--- config.mk ---
export PLATFORM = sky130hd
export DESIGN_NAME = fwft_fifo
export DESIGN_NICKNAME = d
export VERILOG_FILES = /design/src/verilog/fwft_fifo.sv
export VERILOG_INCLUDE_DIRS = /design/src /design/src/common
export SDC_FILE = /design/constraint.sdc
export NUM_CORES = 1
export LEC_CHECK = 0
export BUFFER_PORTS_ARGS = -buffer_cell sky130_fd_sc_hd__buf_2
export CORE_UTILIZATION = 48
export CTS_BUF_LIST = sky130_fd_sc_hd__clkbuf_8
export CTS_CLUSTER_DIAMETER = 50
export DETAILED_ROUTE_END_ITERATION = 12
export PLACE_DENSITY = 0.72
export RECOVER_POWER = 25
export SYNTH_ARGS = -nofsm -noshare
export SYNTH_HDL_FRONTEND = slang
export SYNTH_SLANG_ARGS = --single-unit
--- constraint.sdc ---
create_clock -name clk -period 5.1 [get_ports clk]
set_input_delay 1.02 -clock clk [delete_from_list [all_inputs] [get_ports clk]]
set_output_delay 1.02 -clock clk [all_outputs]
set_load 0.01 [all_outputs]
--- src/common/fx3_macros.svh ---
/* FX3 slave-FIFO bridge constants
   Bus width, buffer sizes, endpoint addresses, timeouts and read latency */

`ifndef FX3_MACROS_SVH
`define FX3_MACROS_SVH

// FX3 data bus width, also the user word width
`define FX3_WIDTH 32

// Depth of each first-word-fall-through buffer
`define FX3_BUF_DEPTH 16

// Free ingress slots left when reads must stop
// Covers the read latency plus the drain words
`define FX3_IN_MARGIN 6

// Socket addresses on fx3_a
`define FX3_EPIN  2'b00
`define FX3_EPOUT 2'b11

// Idle cycles before a zero-length packet is sent
`define FX3_FLUSH_TIMEOUT 10000

// Retry wait before a single-word transfer
`define FX3_SWRW_WAIT 15

// Cycles from a read strobe to valid data on the bus
`define FX3_RD_LATENCY 2

`endif

--- src/verilog/fwft_fifo.sv ---
/* Synchronous first-word-fall-through FIFO
   Head word always on dout, almost_full at a programmable free-slot margin */

`timescale 1ns/1ps
`include "fx3_macros.svh"

module fwft_fifo #(
   parameter int DEPTH  = 16,
   parameter int MARGIN = 1
) (
   input  logic                  clk,
   input  logic                  rst,
   input  logic [`FX3_WIDTH-1:0] din,
   input  logic                  wr_en,
   output logic                  full,
   output logic                  almost_full,
   output logic [`FX3_WIDTH-1:0] dout,
   output logic                  empty,
   input  logic                  rd_en
);

   localparam int PTR_W = (DEPTH > 1) ? $clog2(DEPTH) : 1;
   localparam int CNT_W = $clog2(DEPTH + 1);

   logic [`FX3_WIDTH-1:0] mem [DEPTH];
   logic [PTR_W-1:0]      wr_ptr;
   logic [PTR_W-1:0]      rd_ptr;
   logic [CNT_W-1:0]      count;
   logic                  do_wr;
   logic                  do_rd;

   // Requests against a full or empty buffer are dropped
   assign do_wr = wr_en & ~full;
   assign do_rd = rd_en & ~empty;

   assign full        = (count == CNT_W'(DEPTH));
   assign empty       = (count == '0);
   assign almost_full = (count >= CNT_W'(DEPTH - MARGIN));
   assign dout        = mem[rd_ptr];

   always_ff @(posedge clk) begin
      if (do_wr) begin
         mem[wr_ptr] <= din;
      end
   end

   always_ff @(posedge clk or posedge rst) begin
      if (rst) begin
         wr_ptr <= '0;
         rd_ptr <= '0;
         count  <= '0;
      end else begin
         if (do_wr) begin
            wr_ptr <= (wr_ptr == PTR_W'(DEPTH - 1)) ? '0 : wr_ptr + 1'b1;
         end
         if (do_rd) begin
            rd_ptr <= (rd_ptr == PTR_W'(DEPTH - 1)) ? '0 : rd_ptr + 1'b1;
         end
         // Simultaneous push and pop leave the fill level unchanged
         if (do_wr && !do_rd) begin
            count <= count + 1'b1;
         end else if (do_rd && !do_wr) begin
            count <= count - 1'b1;
         end
      end
   end

endmodule

After elaboration in Yosys (flattened, before gate mapping)
Memory sizes are Yosys's and may differ from the RTL's.
Cells that the tools add are included.
{"block": "word_totals", "inputBits": 36, "ramBits": 512, "memories": 1, "ff_bits": 13, "word_cells": 28}
{"name": "mem", "words": 16, "width": 32, "read_ports": 1, "rd_clocked_by_memory_dff": 0, "write_ports": 1, "line_no": "fwft_fifo.sv:25", "source": "logic [`FX3_WIDTH-1:0] mem [DEPTH];"}
{"block": "classes", "order_cmp": 1, "muxes": 6, "n_reduce_logical": 6, "bitwise": 4, "eq_ne": 3, "add_sub_neg": 4}
{"operator": "2-to-1 mux 5 bit", "n": 2}
{"operator": "adder 4 x 1 -> 4 bit (second input constant)", "n": 2}
{"operator": "== test 4 bit (second input constant)", "n": 2}
{"operator": "2-to-1 mux 4 bit", "n": 2}
{"operator": "adder 5 x 1 -> 5 bit (second input constant)", "n": 1}
{"operator": "== test 5 bit (second input constant)", "n": 1}
{"operator": ">= comparator 5 x 4 -> 1 bit (second input constant)", "n": 1}
{"operator": "zero test 5 bit", "n": 1}
{"operator": "subtractor 5 x 1 -> 5 bit (second input constant)", "n": 1}
{"operator": "bitwise AND 1 bit", "n": 2}
{"operator": "logical AND 1 bit", "n": 2}
{"operator": "zero test 1 bit", "n": 2}
{"operator": "2-to-1 mux 1 bit", "n": 2}
{"operator": "inverter 1 bit", "n": 2}
{"operator": "nonzero test 2 bit", "n": 1}

Depth between registers and ports, before layout
{"block": "depth", "ltp_word": 7, "depth_mapped": 10, "ltp_nobuf": 9}

Worst setup path after synthesis
No wires, ideal clock.
{"block": "synth_timing", "path_type": "in2reg", "start": "input wr_en", "end": "memory mem[0][0] in the netlist's numbering, enable pin", "slack_ps": 898, "arrival_ps": 3741, "n_path_buf": 1, "t_required_ps": 4639, "path_stages": 4, "path_cell_list": "a21boi_0 buf_2 nand2_1 nor3_1"}
{"block": "synth_between", "elab_chain_len": 3}
{"element": "start: declaration", "line_no": "fwft_fifo.sv:14", "source": "input logic wr_en,"}
{"element": "bitwise AND 1 bit", "line_no": "fwft_fifo.sv:33", "source": "assign do_wr = wr_en & ~full;"}
{"element": "net do_wr", "line_no": "fwft_fifo.sv:29", "source": "logic do_wr;"}
{"element": "2-to-1 mux 1 bit", "line_no": "fwft_fifo.sv:42", "source": "if (do_wr) begin"}
{"element": "2-to-1 mux 1 bit (implied by the code)", "line_no": "fwft_fifo.sv:43", "source": "mem[wr_ptr] <= din;"}
{"element": "end: declaration", "line_no": "fwft_fifo.sv:25"}
The timed path passes the listed nets, and every way through them passes these cells.

Final worst setup path
{"block": "layout_timing", "start": "register rd_ptr[1]", "end": "output dout[29]"}
{"block": "layout_between", "elab_chain_len": 1}
{"element": "start: declaration", "line_no": "fwft_fifo.sv:27", "source": "logic [PTR_W-1:0] rd_ptr;"}
{"element": "start signal: assignment", "line_no": "fwft_fifo.sv:57", "source": "rd_ptr <= (rd_ptr == PTR_W'(DEPTH - 1)) ? '0 : rd_ptr + 1'b1;"}
{"element": "memory (16 x 32 bit)"}
{"element": "end: declaration", "line_no": "fwft_fifo.sv:17", "source": "output logic [`FX3_WIDTH-1:0] dout,"}
Every way passes these cells.

==> metrics.cfg <==
[outcome]
status = completed

[clock_network]
htree_levels = 3
numClockSinks = 525
clkTransAtPathRegs_ps = 60
cts_tree = built
cts-buffers-inserted = 84
cts_root_buffer = clkbuf_8
clockBufferDepth = 3
insertion_delay_ps = 620
cts_resized = 0
post_cts_buffers = 0
ctsHoldBuffers = 0

[global_route]
antenna_found_initial = 2
grt_max_degree = 102
grt_pass1_vias = 10400
grt_overflow = 0
grt_util_all_layers_pct = 20.4
grt_pass1_wl_mm = 64.5

[sta]
fin_worst_skew_ps = 32.9
drv_slew = 0
tightest_slew_ps = 1130
setup_viol = 0
fin_setup_tns_ps = 0
max_clock_freq_ghz = 0.247
max_slew_margin_pct = 24.6
finalCritPeriodShare_pct = 79.4
rsz0062_at_grt = false
fin_crit_ps = 4050
hold_viol = 0

[die]
fp.dieW_um = 208
io_pins = 71
die-area_um2 = 43500
fp-row-count = 75
chipHeight_um = 208
start_util_pct = 48.7
coreArea_um2 = 42000

[power]
power_density_nw_per_um2 = 539
p_leak_uw = 0.00762
ir_drop_mv = 0.299

[synthesis]
syn_nets = 999
synth_common_cells = edfxtp_1, mux2i_1, mux4_2
yosysMostFrequentCell = edfxtp_1
synthTopCellsByArea = edfxtp_1, mux4_2, mux2i_1, mux4_1, dfrtp_1
yosysWarnings = 0
synth_edf_count = 512
synth.top_cell.area_share_pct = 75.1
async_flop_share_pct = 2.48
avgSynthCellArea_um2 = 21.5
ys_seq_area_share_pct = 76.7
synth_cells = 953
synth-main-ff-cell = edfxtp_1
ys_seq_elements = 525
yosysTopAreaCell = edfxtp_1
synth_area_um2 = 20500
netlist-cell-type-count = 38

[drt]
dr.pass1.iters = 5
num_vias = 10100
wl_met2_mm = 21.7
met1Wirelength_mm = 18.4
drt_iter0_drc = 1060
ant_nets = 0
wl_mm = 43.3
wl_per_cell_um = 25.7
wl_met3_mm = 2.50
drc_errors = 0
highest_layer = met4
viasPerCell = 5.99

[cells_and_area]
drive_above_1_share_pct = 24.7
final_util_pct = 54.8
area_growth_pct = 12.5
nNetsFinal = 1133

[worst_setup_path]
arrival_ps = 3030
crit_chain = buf_4 > mux2i_1 > a22oi_1 > mux2i_1 > o21ai_1 > buf_2
critPathSlowestCell = dfrtp_4
cp-end-kind = primary output
worstPathMaxFanout = 44
max_stage_delay_ps = 910
path_class = reg -> out
cp_common_cell = mux2i_1
cp.required_ps = 4080
startpoint_type = flip-flop

[hold_path]
hold_path_class = in -> async

[place]
io_buffers = 70
routabilityCongestion = 0.733
dp.final_hpwl_mm = 23.4

[run]
timing.max_cap.violations = 0

## worst max-delay path, delay by kind of cell, from the launching register on
family                 cells  cell delay (ps)
flip-flops                 1              910
multiplexers               2              250
AO/OA/AOI/OAI              2              580
buffers and inverters      2              670
## stage by stage
stage	setup WS [ps]	std cells	cell area, µm²	hold WS (ps)	total power (µW)
3_5_place_dp	1700	1540	21600	561	9350
5_1_grt	912	1683	23000	453	13000
6_report	1050	1684	23000	436	12400
2_1_floorplan	898	953	20500	523	8100
4_1_cts	1030	1682	23000	427	12500
3_3_place_gp	1690	1540	21600	549	9270
## kinds of logic (layout without fill, tap and decap cells)
kind of cell | Yosys count | after routing | share of synthesized area [%]
DFF | 525 | 525 | 76.7
muxes | 195 | 195 | 15.8
AOI/OAI and AO/OA | 115 | 115 | 3.99
buffers and inverters | 61 | 251 | 1.71
and+or+nand+nor | 41 | 41 | 0.917
adders and majority gates | 10 | 10 | 0.648
xor gates and xnor gates | 6 | 6 | 0.257
other | 0 | 2 | 0
## metal layers
metal	up-vias	global-route usage, %
met4	0	6.26
met1	5355	27.8
met2	364	33.6
met5	-	0
met3	62	3.71
li1	4309	-
## layout by cell type, fill, tap and decap left out, types with 5 or more instances in the layout
| master | count |
|---|---|
| clkbuf_1 | 21 |
| edfxtp_1 | 512 |
| o21ai_0 | 5 |
| mux4_1 | 18 |
| nand2_1 | 9 |
| a22oi_1 | 32 |
| nor2_4 | 13 |
| ha_1 | 9 |
| dfrtp_1 | 10 |
| buf_2 | 49 |
| clkinv_2 | 5 |
| mux2i_1 | 97 |
| o21ai_1 | 32 |
| a32oi_1 | 32 |
| xnor2_1 | 5 |
| buf_4 | 31 |
| clkbuf_8 | 87 |
| mux4_2 | 78 |
| inv_1 | 37 |
| clkinv_1 | 14 |
## final timing paths
check | startpoint | to | slack, ps | depth (start not counted)
max in group asynchronous | rst | rd_ptr[1] | 4240 | 2
worst max register to register | count[0] | count[4] | 2260 | 9
worst min register to register | count[3] | count[3] | 580 | 2
worst max-delay path | rd_ptr[1] | dout[29] | 1050 | 6
min in group clk | count[3] | count[3] | 580 | 2
worst min-delay path | rst | count[3] | 440 | 2
## area by class of cell
class                   instances  area (µm²)
inverters                       6        22.5
repair buffers                103         597
fillers                      3173       19000
clock buffers                  87        1200
multi-input cells             367        4530
diodes                          2        5.00
flip-flops and latches        525       15700
well taps                     539         674
clock inverters                55         278
## flip-flops by register name, indices dropped and copies added (netlist names)
name    count
count       5
mem       512
wr_ptr      4
rd_ptr      4
## power by group
part	total (µW)	switching, µW	internal, µW
Combinational	3780	2180	1600
Clock	3210	1540	1670
Sequential	5430	240	5190
Note: power is estimated with default switching activity, not from simulation.
