**config.mk**
```make
export PLATFORM = sky130hd
export DESIGN_NAME = fx3_timers
export DESIGN_NICKNAME = d
export VERILOG_FILES = /design/src/common/fx3_pkg.sv /design/src/fx3_ctrl/fx3_timers.sv
export VERILOG_INCLUDE_DIRS = /design/src /design/src/common
export SDC_FILE = /design/constraint.sdc
export NUM_CORES = 1
export LEC_CHECK = 0
export BUFFER_PORTS_ARGS = -buffer_cell sky130_fd_sc_hd__buf_2
export CORE_UTILIZATION = 50
export CTS_CLUSTER_DIAMETER = 200
export DETAILED_ROUTE_END_ITERATION = 7
export GPL_TIMING_DRIVEN = 0
export HOLD_SLACK_MARGIN = 0.08
export PLACE_DENSITY = 0.79
export SETUP_SLACK_MARGIN = 0.02
export SYNTH_ARGS = -nofsm -noshare
export SYNTH_HDL_FRONTEND = slang
export SYNTH_SLANG_ARGS = --single-unit
export TNS_END_PERCENT = 20
```
**constraint.sdc**
```tcl
create_clock -name fx3_pclk -period 2.22 [get_ports fx3_pclk]
set_clock_uncertainty 0.05 [all_clocks]
set_input_delay 0.444 -clock fx3_pclk [delete_from_list [all_inputs] [get_ports fx3_pclk]]
set_output_delay 0.444 -clock fx3_pclk [all_outputs]
set_load 0.01 [all_outputs]
```
**src/common/fx3_macros.svh**
```systemverilog
/* FX3 slave-FIFO bridge constants
   Bus width, buffer sizes, endpoint addresses, timeouts and read latency */

`ifndef FX3_MACROS_SVH
`define FX3_MACROS_SVH

// FX3 data bus width, also the user word width
`define FX3_WIDTH 32

// Depth of each first-word-fall-through buffer
`define FX3_BUF_DEPTH 16

// Free ingress slots left when reads must stop
// Covers the read latency plus the drain words
`define FX3_IN_MARGIN 6

// Socket addresses on fx3_a
`define FX3_EPIN  2'b00
`define FX3_EPOUT 2'b11

// Idle cycles before a zero-length packet is sent
`define FX3_FLUSH_TIMEOUT 10000

// Retry wait before a single-word transfer
`define FX3_SWRW_WAIT 15

// Cycles from a read strobe to valid data on the bus
`define FX3_RD_LATENCY 2

`endif

```
**src/common/fx3_pkg.sv**
```systemverilog
/* Shared types of the FX3 bridge
   Transfer states, decoded flags, bus strobes and timer handshake */

package fx3_pkg;

   typedef enum logic [4:0] {
      ST_IDLE,
      ST_FLG_C_RCVD,
      ST_WAIT_FLG_D,
      ST_READ,
      ST_SW_READ,
      ST_READ_DRAIN_1,
      ST_READ_DRAIN_2,
      ST_READ_DRAIN_3,
      ST_READ_DRAIN_4,
      ST_READ_DRAIN_5,
      ST_FLG_A_RCVD,
      ST_WAIT_FLG_B,
      ST_WRITE,
      ST_WRITE_DRAIN_1,
      ST_WRITE_DRAIN_2,
      ST_WRITE_FLUSH,
      ST_SW_WRITE,
      ST_SW_WRITE_WAIT
   } fx3_state_e;

   // FX3 flags after inversion, all active high
   typedef struct packed {
      logic in_full;
      logic in_almost_full;
      logic out_empty;
      logic out_almost_empty;
   } fx3_flags_t;

   // Bus controls before they go onto the active-low pins
   typedef struct packed {
      logic       oe;
      logic       rd;
      logic       wr;
      logic       pktend;
      logic [1:0] addr;
   } fx3_strobes_t;

   // Single-cycle requests from the FSM to the timers
   typedef struct packed {
      logic arm_idle;
      logic clear_idle;
      logic arm_swrw;
      logic arm_swrw_short;
      logic clear_flush;
   } fx3_timer_ctrl_t;

   typedef struct packed {
      logic flush;
      logic swrw_expire;
      logic swrw_short_expire;
   } fx3_timer_stat_t;

endpackage

```
**src/fx3_ctrl/fx3_timers.sv**
```systemverilog
/* Timers of the FX3 transfer FSM
   Idle-flush timeout with its flush flag, and the single-word retry counter */

`timescale 1ns/1ps
`include "fx3_macros.svh"

module fx3_timers (
   input  logic                     fx3_pclk,
   input  logic                     int_rst,
   input  fx3_pkg::fx3_timer_ctrl_t tctrl,
   output fx3_pkg::fx3_timer_stat_t tstat
);

   localparam int IDLE_W = $clog2(`FX3_FLUSH_TIMEOUT + 1);
   localparam int SWRW_W = $clog2(`FX3_SWRW_WAIT + 1);

   logic [IDLE_W-1:0] idle_cnt;
   logic [SWRW_W-1:0] swrw_cnt;
   logic              flush;

   always_ff @(posedge fx3_pclk or posedge int_rst) begin
      if (int_rst) begin
         idle_cnt <= '0;
         swrw_cnt <= '0;
         // One zero-length packet goes out after reset
         flush    <= 1'b1;
      end else begin
         if (tctrl.clear_idle) begin
            idle_cnt <= '0;
         end else if (tctrl.arm_idle) begin
            idle_cnt <= IDLE_W'(`FX3_FLUSH_TIMEOUT);
         end else if (idle_cnt != '0) begin
            idle_cnt <= idle_cnt - 1'b1;
         end

         if (tctrl.arm_swrw) begin
            swrw_cnt <= SWRW_W'(`FX3_SWRW_WAIT);
         end else if (tctrl.arm_swrw_short) begin
            swrw_cnt <= SWRW_W'(3);
         end else if (swrw_cnt != '0) begin
            swrw_cnt <= swrw_cnt - 1'b1;
         end

         if (tctrl.clear_flush) begin
            flush <= 1'b0;
         end else if (idle_cnt == IDLE_W'(1)) begin
            flush <= 1'b1;
         end
      end
   end

   assign tstat.flush       = flush;
   assign tstat.swrw_expire = (swrw_cnt == SWRW_W'(1));
   // Short wait ends one cycle ahead, when the next count is one
   assign tstat.swrw_short_expire = (swrw_cnt == SWRW_W'(2));

endmodule

```
Yosys cells after proc, flatten, opt, wreduce, memory -nomap -nowiden

Index checks and enable logic that the tools add are counted.

Flip-flop bits (word level): 19
Output and inout bits: 3
Word-level logic and storage cells: 21
Input port bits: 7

Reductions and logical operators: 5
Muxes and demuxes: 8
Add/sub/neg operators: 2
Equality and inequality tests: 3

Operators by type and width:

| kind                  | number |
|---|---|
| $mux 14               | 3 |
| $eq 14x1->1 const B   | 1 |
| $reduce_bool 14->1    | 1 |
| $sub 14x1->14 const B | 1 |
| $mux 4                | 3 |
| $reduce_bool 3->1     | 2 |
| $eq 4x1->1 const B    | 1 |
| $eq 4x2->1 const B    | 1 |
| $reduce_bool 4->1     | 1 |
| $sub 4x1->4 const B   | 1 |
| $mux 1                | 2 |
| $reduce_bool 2->1     | 1 |

Depth between registers and ports, before layout

Word-level depth: 4
Gate-level depth with buffers: 7
Depth with buffers taken out: 6

Worst setup path before layout

No wires, ideal clock.

Path kind: register -> register
From: reg idle_cnt[0]
To: reg idle_cnt[5]
Required time: 2.092 ns
Path slack: 0.259 ns
Buffers on the path: 1
Arrival: 1.833 ns
Clock period less this slack: 1.961 ns
Stages on the path, launching flop included: 8
Library setup time: 0.078 ns
Cells stage by stage: dfrtp_1 inv_1 ha_1 nor3b_2 and4_1 buf_2 or4_2 a21oi_1

Cells in the longest elaborated chain, start to end: 4
Elaborated cells on any way between the ends: 6
Those cells by class: 1 x add/sub; 3 x mux; 2 x reduce/logical

RTL lines:

| item                     | line             | RTL |
|---|---|---|
| start: declaration       | fx3_timers.sv:17 | `logic [IDLE_W-1:0] idle_cnt;` |
| start signal: assignment | fx3_timers.sv:31 | `` idle_cnt <= IDLE_W'(`FX3_FLUSH_TIMEOUT); `` |
| start signal: assignment | fx3_timers.sv:33 | `idle_cnt <= idle_cnt - 1'b1;` |
| $sub 14x1->14            | fx3_timers.sv:33 |  |
| $mux 14                  | fx3_timers.sv:32 | `end else if (idle_cnt != '0) begin` |
| $mux 14                  | fx3_timers.sv:30 | `end else if (tctrl.arm_idle) begin` |
| $mux 14                  | fx3_timers.sv:28 | `if (tctrl.clear_idle) begin` |

Several ways; a longest one is shown, not always the timed one. The select of a mux whose other input is x is not followed.
A chain may end at the register's enable or synchronous reset.

Worst setup path after layout

Same ends and word-level chain as after synthesis.

==> flow_summary.ini <==
[clock_tree]
path_clk_slew_ps = 100
clock_latency_ps = 300
cts_root_buf = clkbuf_4
tritoncts = done
htreeDepth = 1
cts.sinks = 19
cts_made_buffers = 3
clockBufferDepth = 2

[synthesis]
synth-main-ff-cell = dfrtp_1
syn_avg_cell_area_um2 = 9.47
synth_adder_area_share = 0.0677
ys_seq_area_frac = 0.430
mappedNetlistArea_mm2 = 0.00111
ys_ff_latch = 19
synth_mux_area_frac = 0.0181
ys_top_cells_by_area = dfrtp_1, ha_1, a21oi_1
ys_warn_count = 0
syn_inst = 117
synthSimpleGateAreaFrac = 0.261
async_flop_share = 1.00
synth_top_cell_area_share = 0.406
synth_cell_types = 40
synth_fp_nets = 130
synth-xor-area-share = 0.0316
synth_top_family_by_area = simple AND/OR/NAND/NOR gates
synth_compound_area_frac = 0.152
synth_edf_count = 0
synth_largest_area_cell = dfrtp_1

[timing]
setup_violations = 0
hold_ws_ps = 186
slew_viol_final = 0
rsz0062_at_grt = no
finalSetupTns_ps = 0
finalCritPeriodShare = 0.926
slew_headroom = 0.506
hold_viol = 0
fmax_mhz = 487
tightest_slew_ps = 734
period_minus_slack_ps = 2060

[floorplanning]
rows = 16
boundaryPins = 10
coreArea_mm2 = 0.00202
start_util = 0.548
die_height_um = 49.1
dieWidth_um = 49.1
die_area_mm2 = 0.00241

[job]
drv_cap = 0

[layout]
final_cell_mix = dfrtp_1, a21oi_1, buf_2
area_growth_pct = 10.8
drive_gt1_frac = 0.197
final_common_cell = dfrtp_1
layout.nets = 146
instances_no_fill = 159
final_util = 0.608
diodes = 0

[detailed_routing]
ant_nets = 0
wl_mm = 2.23
drc_errors = 0
wl_per_cell_um = 14.0
dr.pass1.iters = 4
drtIter0Drc = 23
avgViaCountPerCell = 5.91
num_vias = 939

[hold_path]
hold_path_class = input pin to asynchronous set/reset pin

[grt]
grt_usage = 0.207
overflow = 0
grt_pass1_vias = 872
grt_max_degree = 20
grt_pass1_wl_mm = 3.71
antenna_found_initial = 0

[power]
power.density_mw_per_mm2 = 642
ir_drop_mv = 0.465
p_total_w = 0.000789
leakagePower_nw = 0.573

[placed_design]
dp_hpwl_mm = 1.59
routabilityCongestion = 0.815
dp.cells = 153
io_buffers = 9

[critical_path]
reg2reg_depth = 7
cp_max_fo = 8
critPathKind = flip-flop to flip-flop
start_kind = flip-flop
critical_path_required_ps = 2400
timing.rr.end = idle_cnt[5]$_DFFE_PP0P_
reg2reg_from = idle_cnt[0]$_DFFE_PP0P_
reg2reg_slack_ps = 160
startpoint = idle_cnt[0]$_DFFE_PP0P_
critPathArrivalTime_ps = 2240
end_kind = flip-flop

[status]
outcome = complete, no violations
routing by layer:
layer | up-vias | track usage | part of all wire
li1 | 459 | - | -
met1 | 448 | 0.249 | 0.46
met2 | 27 | 0.338 | 0.47
met3 | 5 | 0.0654 | 0.052
met4 | 0 | 0.0931 | 0.017
met5 | - | 0 | 0
layout make-up:
type	count	area (um^2)
Fill cell	178	793
Multi-Input combinational cell	88	588
Sequential cell	19	477
Timing Repair Buffer	11	60.1
Tap cell	27	33.8
Clock buffer	4	26.3
Inverter	6	22.5
Buffer	4	21.3
synthesized netlist by cell type (2+ instances only):
cell,count
o21ai_0,4
nor3_1,3
buf_2,2
nand3_1,3
nor4_1,2
nor2_1,10
or3b_2,2
nand4_1,2
or3_1,5
dfrtp_1,18
o21bai_1,3
mux2i_1,2
a21oi_1,12
nand2_1,6
inv_1,6
nor3b_1,2
or2_2,2
a31oi_1,3
o31ai_1,2
ha_1,6
xnor2_1,3
worst max-delay path, stage by stage (launching register included):
cell	delay [ps]
dfrtp_1	360
inv_1	70
ha_1	230
nor3b_2	210
and4_1	190
buf_2	160
or4_2	540
a21oi_1	160
kinds of logic (layout without fill, tap and decap cells):
kind of cell	Yosys count	in the layout
simple gates	48	48
xor+xnor	4	4
flops	19	19
mux	2	2
compound gates	28	28
buf+inv	10	25
fa+ha+maj	6	6
report_power, final:
group / switching, W / internal (W) / total, W
clock network: 0.000107 / 0.0000702 / 0.000177
registers: 0.0000330 / 0.000373 / 0.000406
logic: 0.000116 / 0.0000903 / 0.000207
total: 0.000256 / 0.000533 / 0.000789
metrics by stage:
step / cell area [um^2] / setup WS, ps
final: 1230 / 165
after global routing: 1230 / 44.7
after CTS: 1210 / 67.8
after detailed placement: 1190 / 103
after global placement: 1190 / 149
after floorplan: 1110 / 259
timing repair:
item / in CTS / in global routing
hold buffers: 0 / 0
endpoints found under the setup margin: 0 / 1
resized for setup: 0 / 0
buffers inserted: 0 / 2
state kept, by name, summed over array words and instances, names as in the netlist:
signal,count
idle_cnt,14
swrw_cnt,4
flush,1
worst max-delay path by stage:
stage                         endpoint  slack, ps
6_report       idle_cnt[5]$_DFFE_PP0P_        160
5_1_grt        idle_cnt[5]$_DFFE_PP0P_         40
4_1_cts        idle_cnt[5]$_DFFE_PP0P_         70
3_5_place_dp   idle_cnt[5]$_DFFE_PP0P_        100
3_3_place_gp   idle_cnt[5]$_DFFE_PP0P_        150
2_1_floorplan  idle_cnt[5]$_DFFE_PP0P_        260
(Power assumes the default switching activity.)
