**config.mk**
```make
export PLATFORM = sky130hd
export DESIGN_NAME = fx3_ingress
export DESIGN_NICKNAME = d
export VERILOG_FILES = /design/src/verilog/fwft_fifo.sv /design/src/verilog/fx3_ingress.sv
export VERILOG_INCLUDE_DIRS = /design/src /design/src/common
export SDC_FILE = /design/constraint.sdc
export NUM_CORES = 1
export LEC_CHECK = 0
export CORE_MARGIN = 2
export CORE_UTILIZATION = 60
export CTS_CLUSTER_SIZE = 10
export DETAILED_ROUTE_END_ITERATION = 6
export DONT_BUFFER_PORTS = 1
export GPL_TIMING_DRIVEN = 0
export MAX_ROUTING_LAYER = met4
export PLACE_DENSITY = 0.76
export SKIP_LAST_GASP = 1
export SLEW_MARGIN = 0
export SYNTH_ARGS = -nofsm -noshare
export SYNTH_HDL_FRONTEND = slang
export SYNTH_SLANG_ARGS = --single-unit
```
**constraint.sdc**
```tcl
create_clock -name fx3_pclk -period 11.49 [get_ports fx3_pclk]
set_clock_uncertainty 0.15 [all_clocks]
set_input_delay 0.5745 -clock fx3_pclk [delete_from_list [all_inputs] [get_ports fx3_pclk]]
set_output_delay 0.5745 -clock fx3_pclk [all_outputs]
set_load 0.03 [all_outputs]
```
**src/common/fx3_macros.svh**
```systemverilog
/* FX3 slave-FIFO bridge constants
   Bus width, buffer sizes, endpoint addresses, timeouts and read latency */

`ifndef FX3_MACROS_SVH
`define FX3_MACROS_SVH

// FX3 data bus width, also the user word width
`define FX3_WIDTH 32

// Depth of each first-word-fall-through buffer
`define FX3_BUF_DEPTH 16

// Free ingress slots left when reads must stop
// Covers the read latency plus the drain words
`define FX3_IN_MARGIN 6

// Socket addresses on fx3_a
`define FX3_EPIN  2'b00
`define FX3_EPOUT 2'b11

// Idle cycles before a zero-length packet is sent
`define FX3_FLUSH_TIMEOUT 10000

// Retry wait before a single-word transfer
`define FX3_SWRW_WAIT 15

// Cycles from a read strobe to valid data on the bus
`define FX3_RD_LATENCY 2

`endif

```
**src/verilog/fwft_fifo.sv**
```systemverilog
/* Synchronous first-word-fall-through FIFO
   Head word always on dout, almost_full at a programmable free-slot margin */

`timescale 1ns/1ps
`include "fx3_macros.svh"

module fwft_fifo #(
   parameter int DEPTH  = 16,
   parameter int MARGIN = 1
) (
   input  logic                  clk,
   input  logic                  rst,
   input  logic [`FX3_WIDTH-1:0] din,
   input  logic                  wr_en,
   output logic                  full,
   output logic                  almost_full,
   output logic [`FX3_WIDTH-1:0] dout,
   output logic                  empty,
   input  logic                  rd_en
);

   localparam int PTR_W = (DEPTH > 1) ? $clog2(DEPTH) : 1;
   localparam int CNT_W = $clog2(DEPTH + 1);

   logic [`FX3_WIDTH-1:0] mem [DEPTH];
   logic [PTR_W-1:0]      wr_ptr;
   logic [PTR_W-1:0]      rd_ptr;
   logic [CNT_W-1:0]      count;
   logic                  do_wr;
   logic                  do_rd;

   // Requests against a full or empty buffer are dropped
   assign do_wr = wr_en & ~full;
   assign do_rd = rd_en & ~empty;

   assign full        = (count == CNT_W'(DEPTH));
   assign empty       = (count == '0);
   assign almost_full = (count >= CNT_W'(DEPTH - MARGIN));
   assign dout        = mem[rd_ptr];

   always_ff @(posedge clk) begin
      if (do_wr) begin
         mem[wr_ptr] <= din;
      end
   end

   always_ff @(posedge clk or posedge rst) begin
      if (rst) begin
         wr_ptr <= '0;
         rd_ptr <= '0;
         count  <= '0;
      end else begin
         if (do_wr) begin
            wr_ptr <= (wr_ptr == PTR_W'(DEPTH - 1)) ? '0 : wr_ptr + 1'b1;
         end
         if (do_rd) begin
            rd_ptr <= (rd_ptr == PTR_W'(DEPTH - 1)) ? '0 : rd_ptr + 1'b1;
         end
         // Simultaneous push and pop leave the fill level unchanged
         if (do_wr && !do_rd) begin
            count <= count + 1'b1;
         end else if (do_rd && !do_wr) begin
            count <= count - 1'b1;
         end
      end
   end

endmodule

```
**src/verilog/fx3_ingress.sv**
```systemverilog
/* Host-to-user data path
   Aligns the read strobe with the bus latency and buffers captured words */

`timescale 1ns/1ps
`include "fx3_macros.svh"

module fx3_ingress (
   input  logic                  fx3_pclk,
   input  logic                  int_rst,
   input  logic                  rd,
   input  logic                  out_empty,
   input  logic [`FX3_WIDTH-1:0] dq_in,
   output logic                  in_almost_full,
   output logic                  fifo_in_valid,
   input  logic                  fifo_in_ready,
   output logic [`FX3_WIDTH-1:0] fifo_in_data
);

   localparam int LAT = `FX3_RD_LATENCY;

   logic [LAT-1:0]        rd_dly;
   logic                  cap_valid;
   logic [`FX3_WIDTH-1:0] dq_q;
   logic                  buf_empty;

   // Strobe delay matches the FX3 read latency
   always_ff @(posedge fx3_pclk or posedge int_rst) begin
      if (int_rst) begin
         rd_dly    <= '0;
         cap_valid <= 1'b0;
      end else begin
         rd_dly    <= (rd_dly << 1) | LAT'(rd);
         cap_valid <= rd_dly[LAT-1];
      end
   end

   always_ff @(posedge fx3_pclk) begin
      dq_q <= dq_in;
   end

   fwft_fifo #(
      .DEPTH  (`FX3_BUF_DEPTH),
      .MARGIN (`FX3_IN_MARGIN)
   ) ingress_buf_i (
      .clk         (fx3_pclk),
      .rst         (int_rst),
      .din         (dq_q),
      .wr_en       (cap_valid & ~out_empty),
      .full        (),
      .almost_full (in_almost_full),
      .dout        (fifo_in_data),
      .empty       (buf_empty),
      .rd_en       (fifo_in_ready)
   );

   assign fifo_in_valid = ~buf_empty;

endmodule
```
; Word-level counts from Yosys, hierarchy flattened
; Memory sizes are Yosys's and may differ from the RTL's.
; Cells that the tools add are included.
[totals]
ff_bits = 48
latchBits = 0
ramBits = 512
romBits = 0
input_bits = 37
out_inout_bits = 34
wordCells = 34
memories = 1
[mem_list]
columns = name, depth, word_bits, read_ports, rd_clocked_by_memory_dff, write_ports, line_no
row1 = ingress_buf_i.mem, 16, 32, 1, 0, 1, fwft_fifo.sv:25  ; logic [`FX3_WIDTH-1:0] mem [DEPTH];
[op_classes]
n_addsub = 4
mul = 0
div = 0
n_lt_le_gt_ge = 1
n_eq_ne = 3
shift = 0
mux = 6
n_bitwise = 7
n_reduce_logical = 6
[ops]
columns = operator, count
row1 = $mux 5, 2
row2 = $add 4x1->4 const B, 2
row3 = $eq 4x4->1 const B, 2
row4 = $mux 4, 2
row5 = $add 5x1->5 const B, 1
row6 = $eq 5x5->1 const B, 1
row7 = $ge 5x4->1 const B, 1
row8 = $logic_not 5->1, 1
row9 = $sub 5x1->5 const B, 1
row10 = $and 1x1->1, 3
row11 = $not 1->1, 3
row12 = $logic_and 1x1->1, 2
row13 = $logic_not 1->1, 2
row14 = $mux 1, 2
row15 = $or 2x1->2, 1
row16 = $reduce_bool 2->1, 1

; Logic depth before layout (Yosys ltp)
; Gate-level depths: netlist of run 1.
[depth]
ltp_word = 7
mapped_depth = 10
ltp_nobuf = 9

; Cells and area by module
; From an unflattened synthesis of run 1, not the netlist that was laid out.
[unflattened]
cells_unflattened = 1028
area_unflattened_um2 = 21234.1
[by_module_without_submodules]
columns = module, instances, cells_per_inst, area_each_um2, seq_area_each_um2
row1 = fwft_fifo, 1, 990, 20497.2, 15700.1
row2 = fx3_ingress, 1, 38, 737.0, 715.7

; Worst setup path after synthesis of run 1
; No wires, ideal clock.
[synth_timing]
path_kind = input to register
startpoint = input port out_empty
endpoint = memory ingress_buf_i.mem[0][0] (netlist bit), enable pin
setup_ps = 461
arrival_ps = 3202
t_required_ps = 10879
setup_slack_ps = 7677
cell_stages = 5
path_buffers = 1
path_cell_list = inv_1 o211a_1 buf_6 nand2_1 nor3_1
[synth_between]
elab_chain_cells = 5
[synth_rtl]
columns = element, line_no
row1 = from (decl), fx3_ingress.sv:11  ; input logic out_empty,
row2 = $not 1->1, fx3_ingress.sv:48  ; .wr_en (cap_valid & ~out_empty),
row3 = $and 1x1->1, fx3_ingress.sv:48
row4 = $and 1x1->1, fwft_fifo.sv:33  ; assign do_wr = wr_en & ~full;
row5 = named net ingress_buf_i.do_wr, fwft_fifo.sv:29  ; logic do_wr;
row6 = $mux 1, fwft_fifo.sv:42  ; if (do_wr) begin
row7 = $mux 1 (implied by the code), fwft_fifo.sv:43  ; mem[wr_ptr] <= din;
row8 = to (decl), fwft_fifo.sv:25
; The timed path passes the listed nets, and every way through them passes these cells.

; Worst setup path after layout of run 1
[layout_timing]
startpoint = register ingress_buf_i.rd_ptr[1]
endpoint = output port fifo_in_data[31]
[layout_between]
elab_chain_cells = 1
[layout_rtl]
columns = element, line_no
row1 = from (decl), fwft_fifo.sv:27  ; logic [PTR_W-1:0] rd_ptr;
row2 = from (signal assigned), fwft_fifo.sv:57  ; rd_ptr <= (rd_ptr == PTR_W'(DEPTH - 1)) ? '0 : rd_ptr + 1'b1;
row3 = $mem_v2 16x32, --
row4 = to (decl), fx3_ingress.sv:16  ; output logic [`FX3_WIDTH-1:0] fifo_in_data
; Every way passes these cells.

==> results.cfg, run 1 <==
[status]
outcome = finished, final reports clean

[global_routing]
grt_pass1_vias = 10949
globalRouteOverflowTotal = 0
globalRouteTotalUtil = 0.274
grt_max_degree = 27
grt_pass1_wl_mm = 68.6
antenna_found_initial = 0

[critical_path]
cp.arrival_ns = 3.25
max_stage_delay_ns = 0.98
path_cells = buf_2 > buf_2 > buf_2 > mux4_2 > mux2i_1 > o21ai_0
cp_num_buf_inv = 3
slowest_stage = o21ai_0
endpoint_kind = output pin
cpMostUsedCell = buf_2
crit_path_start_kind = flip-flop
required_ns = 10.77
crit_type = flip-flop to output pin
r2r_slack_ns = 8.43
worst-path-max-fanout = 10
crit_family = compound AO/OA/AOI/OAI gates

[pwr]
ir_worst_vdd_uv = 157
power_density_nw_per_um2 = 250
p_total_uw = 6140
p_leak_uw = 0.00803

[logic_synthesis]
ys.warnings.count = 0
ys_ff_latch = 560
synth_area_per_cell_sq_um = 21.3
synth_nets = 1035
synthArstFlopShare = 0.0286
synth_top_area_share = 0.730
yosysUniqueCellTypes = 37
netlist_instances = 988
synth_area_leader_cell = edfxtp_1
syn_area_sq_um = 21000
seq_area_frac_synth = 0.780
ys_top_cells_by_area = edfxtp_1, mux4_2, mux2i_1
synth-main-ff-cell = edfxtp_1
synth_edf_count = 512

[placed_design]
place_ws_ns = 8.12
dp_hpwl_mm = 27.4
port_buffers = 0
gp_congestion = 0.731

[timing]
setup_tns_ns = 0
finalMaxSlewViolations = 0
slew-limit-headroom = 0.141
whs_ns = 0.102
rsz0062_at_grt = no
min_period_over_period = 0.346
setup_slack_ns = 7.52
worst_pin_slew_ns = 1.27
setup_viol = 0
fmax_ghz = 0.252
post-route-min-period_ns = 3.97
hold_violations = 0

[final_layout]
nFillCells = 2022
area.sequential_sq_um = 16400
diodes = 0
multiInputGateArea_sq_um = 4450
fin_nets = 1161
fin_util = 0.710
final_layout_size_suffix_gt1_frac = 0.211
syn_to_final_growth_pct = 16.5

[routing]
wl_per_cell_um = 28.5
vias = 10510
drt_wl_total_mm = 46.2
viasPerCell = 6.49
first_pass_iters = 5
first_iter_violations = 1086
final_antenna_net_count = 0
route.detailed.drc = 0

[die]
core_area_sq_um = 34500
die_width_um = 191
fp.dieH_um = 191
start_util = 0.609
die_area_sq_um = 36600
io_pins = 71
rows = 68

[clock_network]
clockRootBuffer = clkbuf_16
cts_made_buffers = 66
clock_path_buffers = 3
clk_pin_slew_worst_paths_ns = 0.05
insertion_delay_ns = 0.57
htreeDepth = 3
hold_buffers = 34
postCtsSetupRepairBufs = 0
clkSinkCount = 560
post_cts_resized = 0
cts_tree = built

[flow_run]
maxCapViolCount = 0

[min_path]
hold_path_class = input pin to flip-flop
==> cell usage in the layout, fill, tap and decap left out, types with 4 or more instances in the layout <==
cell type,n
inv_1,7
buf_6,12
nor2_4,12
xnor2_1,5
buf_12,6
mux2i_1,97
a22oi_1,32
buf_16,6
edfxtp_1,512
nor3_2,4
dfxtp_1,32
buf_2,21
nand2_1,10
mux4_2,96
o21ai_0,38
a21o_1,4
buf_4,7
dfrtp_1,16
a32oi_1,32
clkbuf_16,73
ha_1,9
clkbuf_1,66
dlygate4sd3_1,34
==> synthesized netlist by cell type, drive strengths merged, types with 2 or more instances <==
library cell,n
a32oi,32
xnor2,5
ha,9
o21ai,39
dfxtp,32
edfxtp,512
a21o,4
dfrtp,16
buf,31
nor3,5
nand3,3
nand2,10
mux2i,97
nor2,15
mux2,2
a21oi,3
mux4,96
inv,7
a22oi,32
nand2b,3
clkbuf,24
==> metrics by stage <==
step                      instances  area [sq um]
final                          1619         24500
after global routing           1619         24500
after CTS                      1619         24500
after detailed placement       1467         22100
after global placement         1443         21600
after floorplan                 988         21000
==> final timing paths <==
check / startpoint / end / cells past startpoint
max: ingress_buf_i.rd_ptr[1]$_DFFE_PP0P_ / fifo_in_data[31] / 6
min: fifo_in_ready / ingress_buf_i.rd_ptr[3]$_DFFE_PP0P_ / 2
max reg2reg: ingress_buf_i.count[0]$_DFFE_PP0P_ / ingress_buf_i.count[4]$_DFFE_PP0P_ / 10
min reg2reg: rd_dly[0]$_DFF_PP0_ / rd_dly[1]$_DFF_PP0_ / 0
max in group asynchronous: int_rst / rd_dly[0]$_DFF_PP0_ / 2
min in group asynchronous: int_rst / ingress_buf_i.wr_ptr[2]$_DFFE_PP0P_ / 2
==> layout make-up <==
class / count / share of cell area
Inverter: 7 / 0.00107
Clock inverter: 2 / 0.00143
Clock buffer: 116 / 0.0815
Timing Repair Buffer: 58 / 0.0310
Buffer: 55 / 0.0110
Multi-Input combinational cell: 366 / 0.181
Tap cell: 455 / 0.0232
Sequential cell: 560 / 0.669
==> flip-flops by register name, indices dropped and copies added (netlist names) <==
register and flops:
ingress_buf_i.mem 512, ingress_buf_i.wr_ptr 4, cap_valid 1, dq_q 32, ingress_buf_i.count 5, rd_dly 2
ingress_buf_i.rd_ptr 4
==> report_power, final <==
part	leakage, uW	switching [uW]	internal, uW	total (uW)
Sequential	0.00507	65.0	2340	2400
Combinational	0.00198	1150	629	1780
Clock	0.000974	759	1190	1950
Total	0.00803	1980	4160	6140
==> kinds of logic (layout without fill, tap and decap cells) <==
logic type      Yosys count  in the layout  synth area share
buf+inv                  62            238            0.0141
mux                     195            195             0.150
xor+xnor                  6              6           0.00250
simple gates             40             40           0.00892
fa+ha+maj                10             10           0.00630
compound gates          115            115            0.0383
flops                   560            560             0.780
==> metal layers <==
| metal | part of all wire | GRT usage | wire [um] | vias up |
|---|---|---|---|---|
| met5 | 0 | - | 0 | - |
| met4 | 0.029 | 0.0991 | 1330 | 0 |
| met3 | 0.071 | 0.0547 | 3270 | 109 |
| met2 | 0.51 | 0.443 | 23800 | 504 |
| met1 | 0.39 | 0.350 | 17900 | 5523 |
| li1 | - | - | - | 4374 |
Power figures use the tool's default switching activity.
==> inputs of run 2 (changes only) <==
CORE_UTILIZATION = 57   (was 60)
PLACE_DENSITY = 0.75   (was 0.76)
clock period = 3.3 ns   (was 11.49 ns; I/O delays follow)
==> run 2 against run 1 <==
  * Sequential share of layout area is 1.2 points lower
  * Design area is 1.9% higher
  * Cell count is 2.9% higher
  * Worst hold slack worse by 0.049 ns
  * Non-clock buffer count is 31 higher
  * Count of clock-buffer cells in the layout is 2 higher
  * Core utilization is 2.6 points lower
  * Wire length is 2.7% higher
  * Clock power grew to 3.4 times the previous value
  * Flip-flop and latch count stayed put
  * Critical path depth is 2 lower
  * Die area is 5.2% higher
  * Critical endpoint is now fifo_in_data[20]
  * Largest cell class unchanged
==> results.cfg, run 2 (same netlist as run 1, synthesis figures left out) <==
[die]
core_area_sq_um = 36500
fp.dieH_um = 196
die_width_um = 196
start_util = 0.576
rows = 70
die_area_sq_um = 38500
io_pins = 71

[routing]
vias = 10583
wirelength_met1_mm = 18.1
first_pass_iters = 7
wl_met2_mm = 24.0
top_layer_used = met4
final_antenna_net_count = 0
route.detailed.drc = 0
wl_per_cell_um = 28.5
viasPerCell = 6.35
drt_wl_total_mm = 47.5
dr_wl_met3_mm = 3.71
first_iter_violations = 1065

[status]
outcome = finished, final reports clean

[global_routing]
globalRouteOverflowTotal = 0
grt_pass1_wl_mm = 70.3
antenna_found_initial = 0
grt_max_degree = 24
grt_pass1_vias = 11126
globalRouteTotalUtil = 0.264

[flow_run]
maxCapViolCount = 0

[placed_design]
dp_hpwl_mm = 27.7
gp_congestion = 0.734
place_ws_ns = 0.233
port_buffers = 0

[critical_path]
endpoint_kind = output pin
crit_path_start_kind = flip-flop
cp_num_buf_inv = 2
worst-path-max-fanout = 10
reg2reg_to = ingress_buf_i.count[4]$_DFFE_PP0P_
r2r_cells = 10
slowest_stage = buf_1
r2r_slack_ns = 0.25
cp.arrival_ns = 2.92
crit_type = flip-flop to output pin
cp.depth = 4
max_stage_delay_ns = 0.87
critical_path.endpoint = fifo_in_data[20]
crit_family = buffers and inverters
reg2reg_from = ingress_buf_i.count[0]$_DFFE_PP0P_
startpoint = ingress_buf_i.rd_ptr[3]$_DFFE_PP0P_
required_ns = 2.98
path_cells = clkbuf_1 > buf_1 > mux2i_1 > o21ai_1

[clock_network]
htreeDepth = 3
clock_path_buffers = 3
cts_tree = built
insertion_delay_ns = 0.57
clockRootBuffer = clkbuf_16
cts_made_buffers = 66
clk_pin_slew_worst_paths_ns = 0.06
clkSinkCount = 560

[timing]
worst_pin_slew_ns = 1.12
min_period_over_period = 0.979
setup_viol = 0
whs_ns = 0.0529
setup_slack_ns = 0.0689
slew-limit-headroom = 0.250
post-route-min-period_ns = 3.23
finalMaxSlewViolations = 0
hold_violations = 0
rsz0062_at_grt = yes
fmax_ghz = 0.309

[pwr]
p_total_uw = 21500
p_leak_uw = 0.00821
power_density_nw_per_um2 = 863
ir_worst_vdd_uv = 577

[final_layout]
fin_util = 0.684
nFillCells = 2193
largest_reg_flops = 512
diodes = 0
reg_top3 = ingress_buf_i.mem x512, dq_q x32, ingress_buf_i.count x5
fin_nets = 1192
mostFrequentLayoutCells = edfxtp_1, mux2i_1, mux4_2
top_register = ingress_buf_i.mem
final_common_cell = edfxtp_1
syn_to_final_growth_pct = 18.7
final_layout_size_suffix_gt1_frac = 0.216

[min_path]
hold_path_class = input pin to flip-flop
## run 2: report_power, final
| group | switching [uW] | total, uW | internal (uW) | leakage (uW) |
|---|---|---|---|---|
| clock network | 2660 | 6660 | 4010 | 0.000949 |
| logic | 4210 | 6510 | 2310 | 0.00219 |
| registers | 225 | 8370 | 8150 | 0.00507 |
## run 2: metrics by stage
step / setup TNS [ns] / cells / instance area, sq um
after floorplan: 0 / 988 / 21100
after global placement: -565.34 / 1456 / 21700
after detailed placement: 0 / 1476 / 22300
after CTS: -0.0557 / 1665 / 24900
after global routing: -0.0506 / 1666 / 25000
final: 0 / 1666 / 25000
## run 2: layer usage
layer	GRT usage	vias up
li1	-	4457
met1	0.328	5481
met2	0.426	518
met3	0.0576	127
met4	0.113	0
met5	-	-
## run 2: worst register-to-register path: stages, from the launching register on
cell,delay (ns)
dfrtp_1,0.44
or4_4,0.59
o211a_1,0.26
buf_6,0.15
ha_1,0.19
inv_1,0.16
ha_1,0.30
a21o_1,0.19
a21oi_1,0.16
mux2i_1,0.25
xnor2_1,0.13
## run 2: timing repair
item / 4_1_cts / 5_1_grt
buffers inserted: 0 / 0
resized for setup: 34 / 28
setup endpoints to repair: 32 / 31
hold buffers: 68 / 1
endpoints found under the hold margin: 56 / 1
## run 2: layout make-up
| cell class | instances | area (sq um) | share of cell area |
|---|---|---|---|
| Buffer | 55 | 283 | 0.0113 |
| Clock buffer | 118 | 1960 | 0.0786 |
| Clock inverter | 3 | 18.8 | 0.000751 |
| Inverter | 7 | 26.3 | 0.00105 |
| Multi-Input combinational cell | 366 | 4500 | 0.180 |
| Sequential cell | 560 | 16400 | 0.657 |
| Tap cell | 468 | 586 | 0.0234 |
| Timing Repair Buffer | 89 | 1180 | 0.0474 |
## run 2: worst min-delay path by stage
stage | startpoint | slack [ns] | end | cells past startpoint
final | dq_in[0] | 0.05 | dq_q[0]$_DFF_P_ | 1
after global routing | dq_in[0] | 0.03 | dq_q[0]$_DFF_P_ | 1
after CTS | dq_in[4] | 0.004 | dq_q[4]$_DFF_P_ | 1
after detailed placement | int_rst | 0.03 | rd_dly[0]$_DFF_PP0_ | 1
after global placement | int_rst | 0.02 | rd_dly[0]$_DFF_PP0_ | 1
after floorplan | int_rst | -0.07 | cap_valid$_DFF_PP0_ | 1
==> inputs of run 3 (changes only) <==
CORE_MARGIN = unset   (was 2)
CORE_UTILIZATION = 60   (was 57)
PLACE_DENSITY = 0.76   (was 0.75)
clock period = 3.1 ns   (was 3.3 ns; I/O delays follow)
==> run 3 against run 2 <==
  * Sequential power increased by 6.7%
  * Die area decreased by 6.9%
  * Non-clock buffer count increased by 5
  * Cell count decreased by 0.66%
  * Core utilization increased by 4.4 points
  * Count of clock-buffer cells in the layout decreased by 3
  * Clock power increased by 7.8%
  * Flip-flop and latch count unchanged
  * Worst hold slack got worse by 0.014 ns
  * Critical path type unchanged
==> results.cfg, run 3 (same netlist as run 1, synthesis figures left out) <==
[final_layout]
mostFrequentLayoutCells = edfxtp_1, mux2i_1, mux4_2
diodes = 0
fin_util = 0.728
syn_to_final_growth_pct = 19.5
largest_reg_flops = 512
design_area_sq_um = 25200
top_register = ingress_buf_i.mem
fin_nets = 1197
final_layout_size_suffix_gt1_frac = 0.246
final_common_cell = edfxtp_1
reg_top3 = ingress_buf_i.mem x512, dq_q x32, ingress_buf_i.count x5
final-instance-count-excl-fill = 1655

[pwr]
ir_worst_vdd_uv = 590
p_leak_uw = 0.00828
power_density_nw_per_um2 = 928

[timing]
slew-limit-headroom = 0.305
fmax_ghz = 0.327
hold_violations = 0
finalMaxSlewViolations = 0
setup_viol = 0
post-route-min-period_ns = 3.06
worst_pin_slew_ns = 1.04
min_period_over_period = 0.986
rsz0062_at_grt = yes

[routing]
first_iter_violations = 1130
viasPerCell = 6.56
first_pass_iters = 5
route.detailed.drc = 0
vias = 10853
final_antenna_net_count = 0
wl_per_cell_um = 29.6
drt_wl_total_mm = 49.0

[min_path]
worstHoldPathCells = 1
hold_path_class = input pin to flip-flop
holdPathEnd = dq_q[31]$_DFF_P_
hp-start = dq_in[31]

[critical_path]
cp_num_buf_inv = 3
worst-path-max-fanout = 10
r2r_cells = 10
crit_family = buffers and inverters
cp.arrival_ns = 2.75
max_stage_delay_ns = 0.44
crit_type = flip-flop to output pin
cpMostUsedCell = buf_2
crit_path_start_kind = flip-flop
reg2reg_from = ingress_buf_i.count[1]$_DFFE_PP0P_
path_cells = buf_2 > buf_2 > buf_2 > mux4_2 > mux2i_1 > o21ai_2
required_ns = 2.79
r2r_slack_ns = 0.10
slowest_stage = o21ai_2
reg2reg_to = ingress_buf_i.count[4]$_DFFE_PP0P_
endpoint_kind = output pin

[clock_network]
clk_pin_slew_worst_paths_ns = 0.05
cts_made_buffers = 66
clkSinkCount = 560
insertion_delay_ns = 0.58
clockRootBuffer = clkbuf_16
cts_tree = built
htreeDepth = 3
clock_path_buffers = 3

[global_routing]
antenna_found_initial = 0
globalRouteOverflowTotal = 0
grt_max_degree = 23
grt_pass1_vias = 11313
grt_pass1_wl_mm = 72.1
globalRouteTotalUtil = 0.292

[placed_design]
dp_hpwl_mm = 28.1
port_buffers = 0
post_dp_cell_area_sq_um = 22300
place_inst = 1463
gp_congestion = 0.753

[flow_run]
maxCapViolCount = 0

[die]
fp.dieH_um = 189
rows = 68
start_util = 0.609
io_pins = 71
die_area_sq_um = 35800
core_area_sq_um = 34500
die_width_um = 189

[status]
outcome = finished, final reports clean
run 3: cell count changes in the layout (fill, tap and decap cells not counted), moves of 2 or more:
cell / previous run / this run
buf_1: 4 / 2
dfrtp_1: 16 / 13
o21ai_1: 24 / 1
clkbuf_1: 58 / 56
buf_4: 6 / 14
o21ai_2: 9 / 31
buf_2: 21 / 17
ha_1: 9 / 7
dfrtp_2: 0 / 3
run 3: metrics by stage:
stage | setup slack, ns | hold WS, ns | TNS (ns) | power, uW
2_1_floorplan | 0.195 | -0.0813 | 0 | 13800
3_3_place_gp | -1.58 | 0.00439 | -669.94 | 15400
3_5_place_dp | -0.0604 | 0.0170 | -0.0604 | 15700
4_1_cts | 0.00446 | 0.0145 | 0 | 23200
5_1_grt | -0.0154 | 0.0241 | -0.0451 | 24100
6_report | 0.0444 | 0.0387 | 0 | 23300
run 3: how the worst max path moves through the flow:
stage / start / to / slack, ns / depth (start not counted)
finish: ingress_buf_i.rd_ptr[1]$_DFFE_PP0P_ / fifo_in_data[29] / 0.04 / 6
global route: ingress_buf_i.rd_ptr[0]$_DFFE_PP0P_ / fifo_in_data[12] / -0.02 / 5
CTS: ingress_buf_i.rd_ptr[2]$_DFFE_PP0P_ / fifo_in_data[11] / 0.004 / 6
detailed placement: ingress_buf_i.count[0]$_DFFE_PP0P_ / ingress_buf_i.count[4]$_DFFE_PP0P_ / -0.06 / 10
global placement: ingress_buf_i.count[0]$_DFFE_PP0P_ / ingress_buf_i.mem[5][18]$_DFFE_PP_ / -1.58 / 5
floorplan: ingress_buf_i.count[0]$_DFFE_PP0P_ / ingress_buf_i.mem[12][0]$_DFFE_PP_ / 0.19 / 5
run 3: cell type report:
class                           instances  area (sq um)
Buffer                                 55           294
Clock buffer                          115          1950
Clock inverter                          3          43.8
Fill cell                            1994          9390
Inverter                                7          26.3
Multi-Input combinational cell        366          4610
Sequential cell                       560         16400
Tap cell                              455           569
Timing Repair Buffer                   94          1230
run 3: routing by layer:
metal	vias up	track usage	share of wire
met1	5739	0.380	0.39
li1	4461	-	-
met2	540	0.468	0.51
met4	0	0.113	0.032
met5	-	-	0
met3	113	0.0476	0.068
run 3: worst register-to-register path, cell delays in order (launching register included):
cell and delay, ns:
dfrtp_2 0.43, or4_4 0.57, o211a_1 0.28, buf_6 0.15, ha_2 0.19, inv_2 0.12
buf_4 0.13, ha_1 0.26, a21oi_2 0.21, mux2i_1 0.25, xnor2_1 0.18
run 3: timing repair:
action	4_1_cts	5_1_grt
buffers inserted	0	5
hold endpoints to repair	56	0
gates resized for setup	67	22
hold buffers	69	0
setup endpoints to repair	33	21
pin swaps	0	4
run 3: report_power, final:
part	switching (uW)	leakage (uW)	internal (uW)	total [uW]
Combinational	4630	0.00225	2600	7230
Clock	2850	0.000955	4330	7180
Sequential	255	0.00507	8680	8930
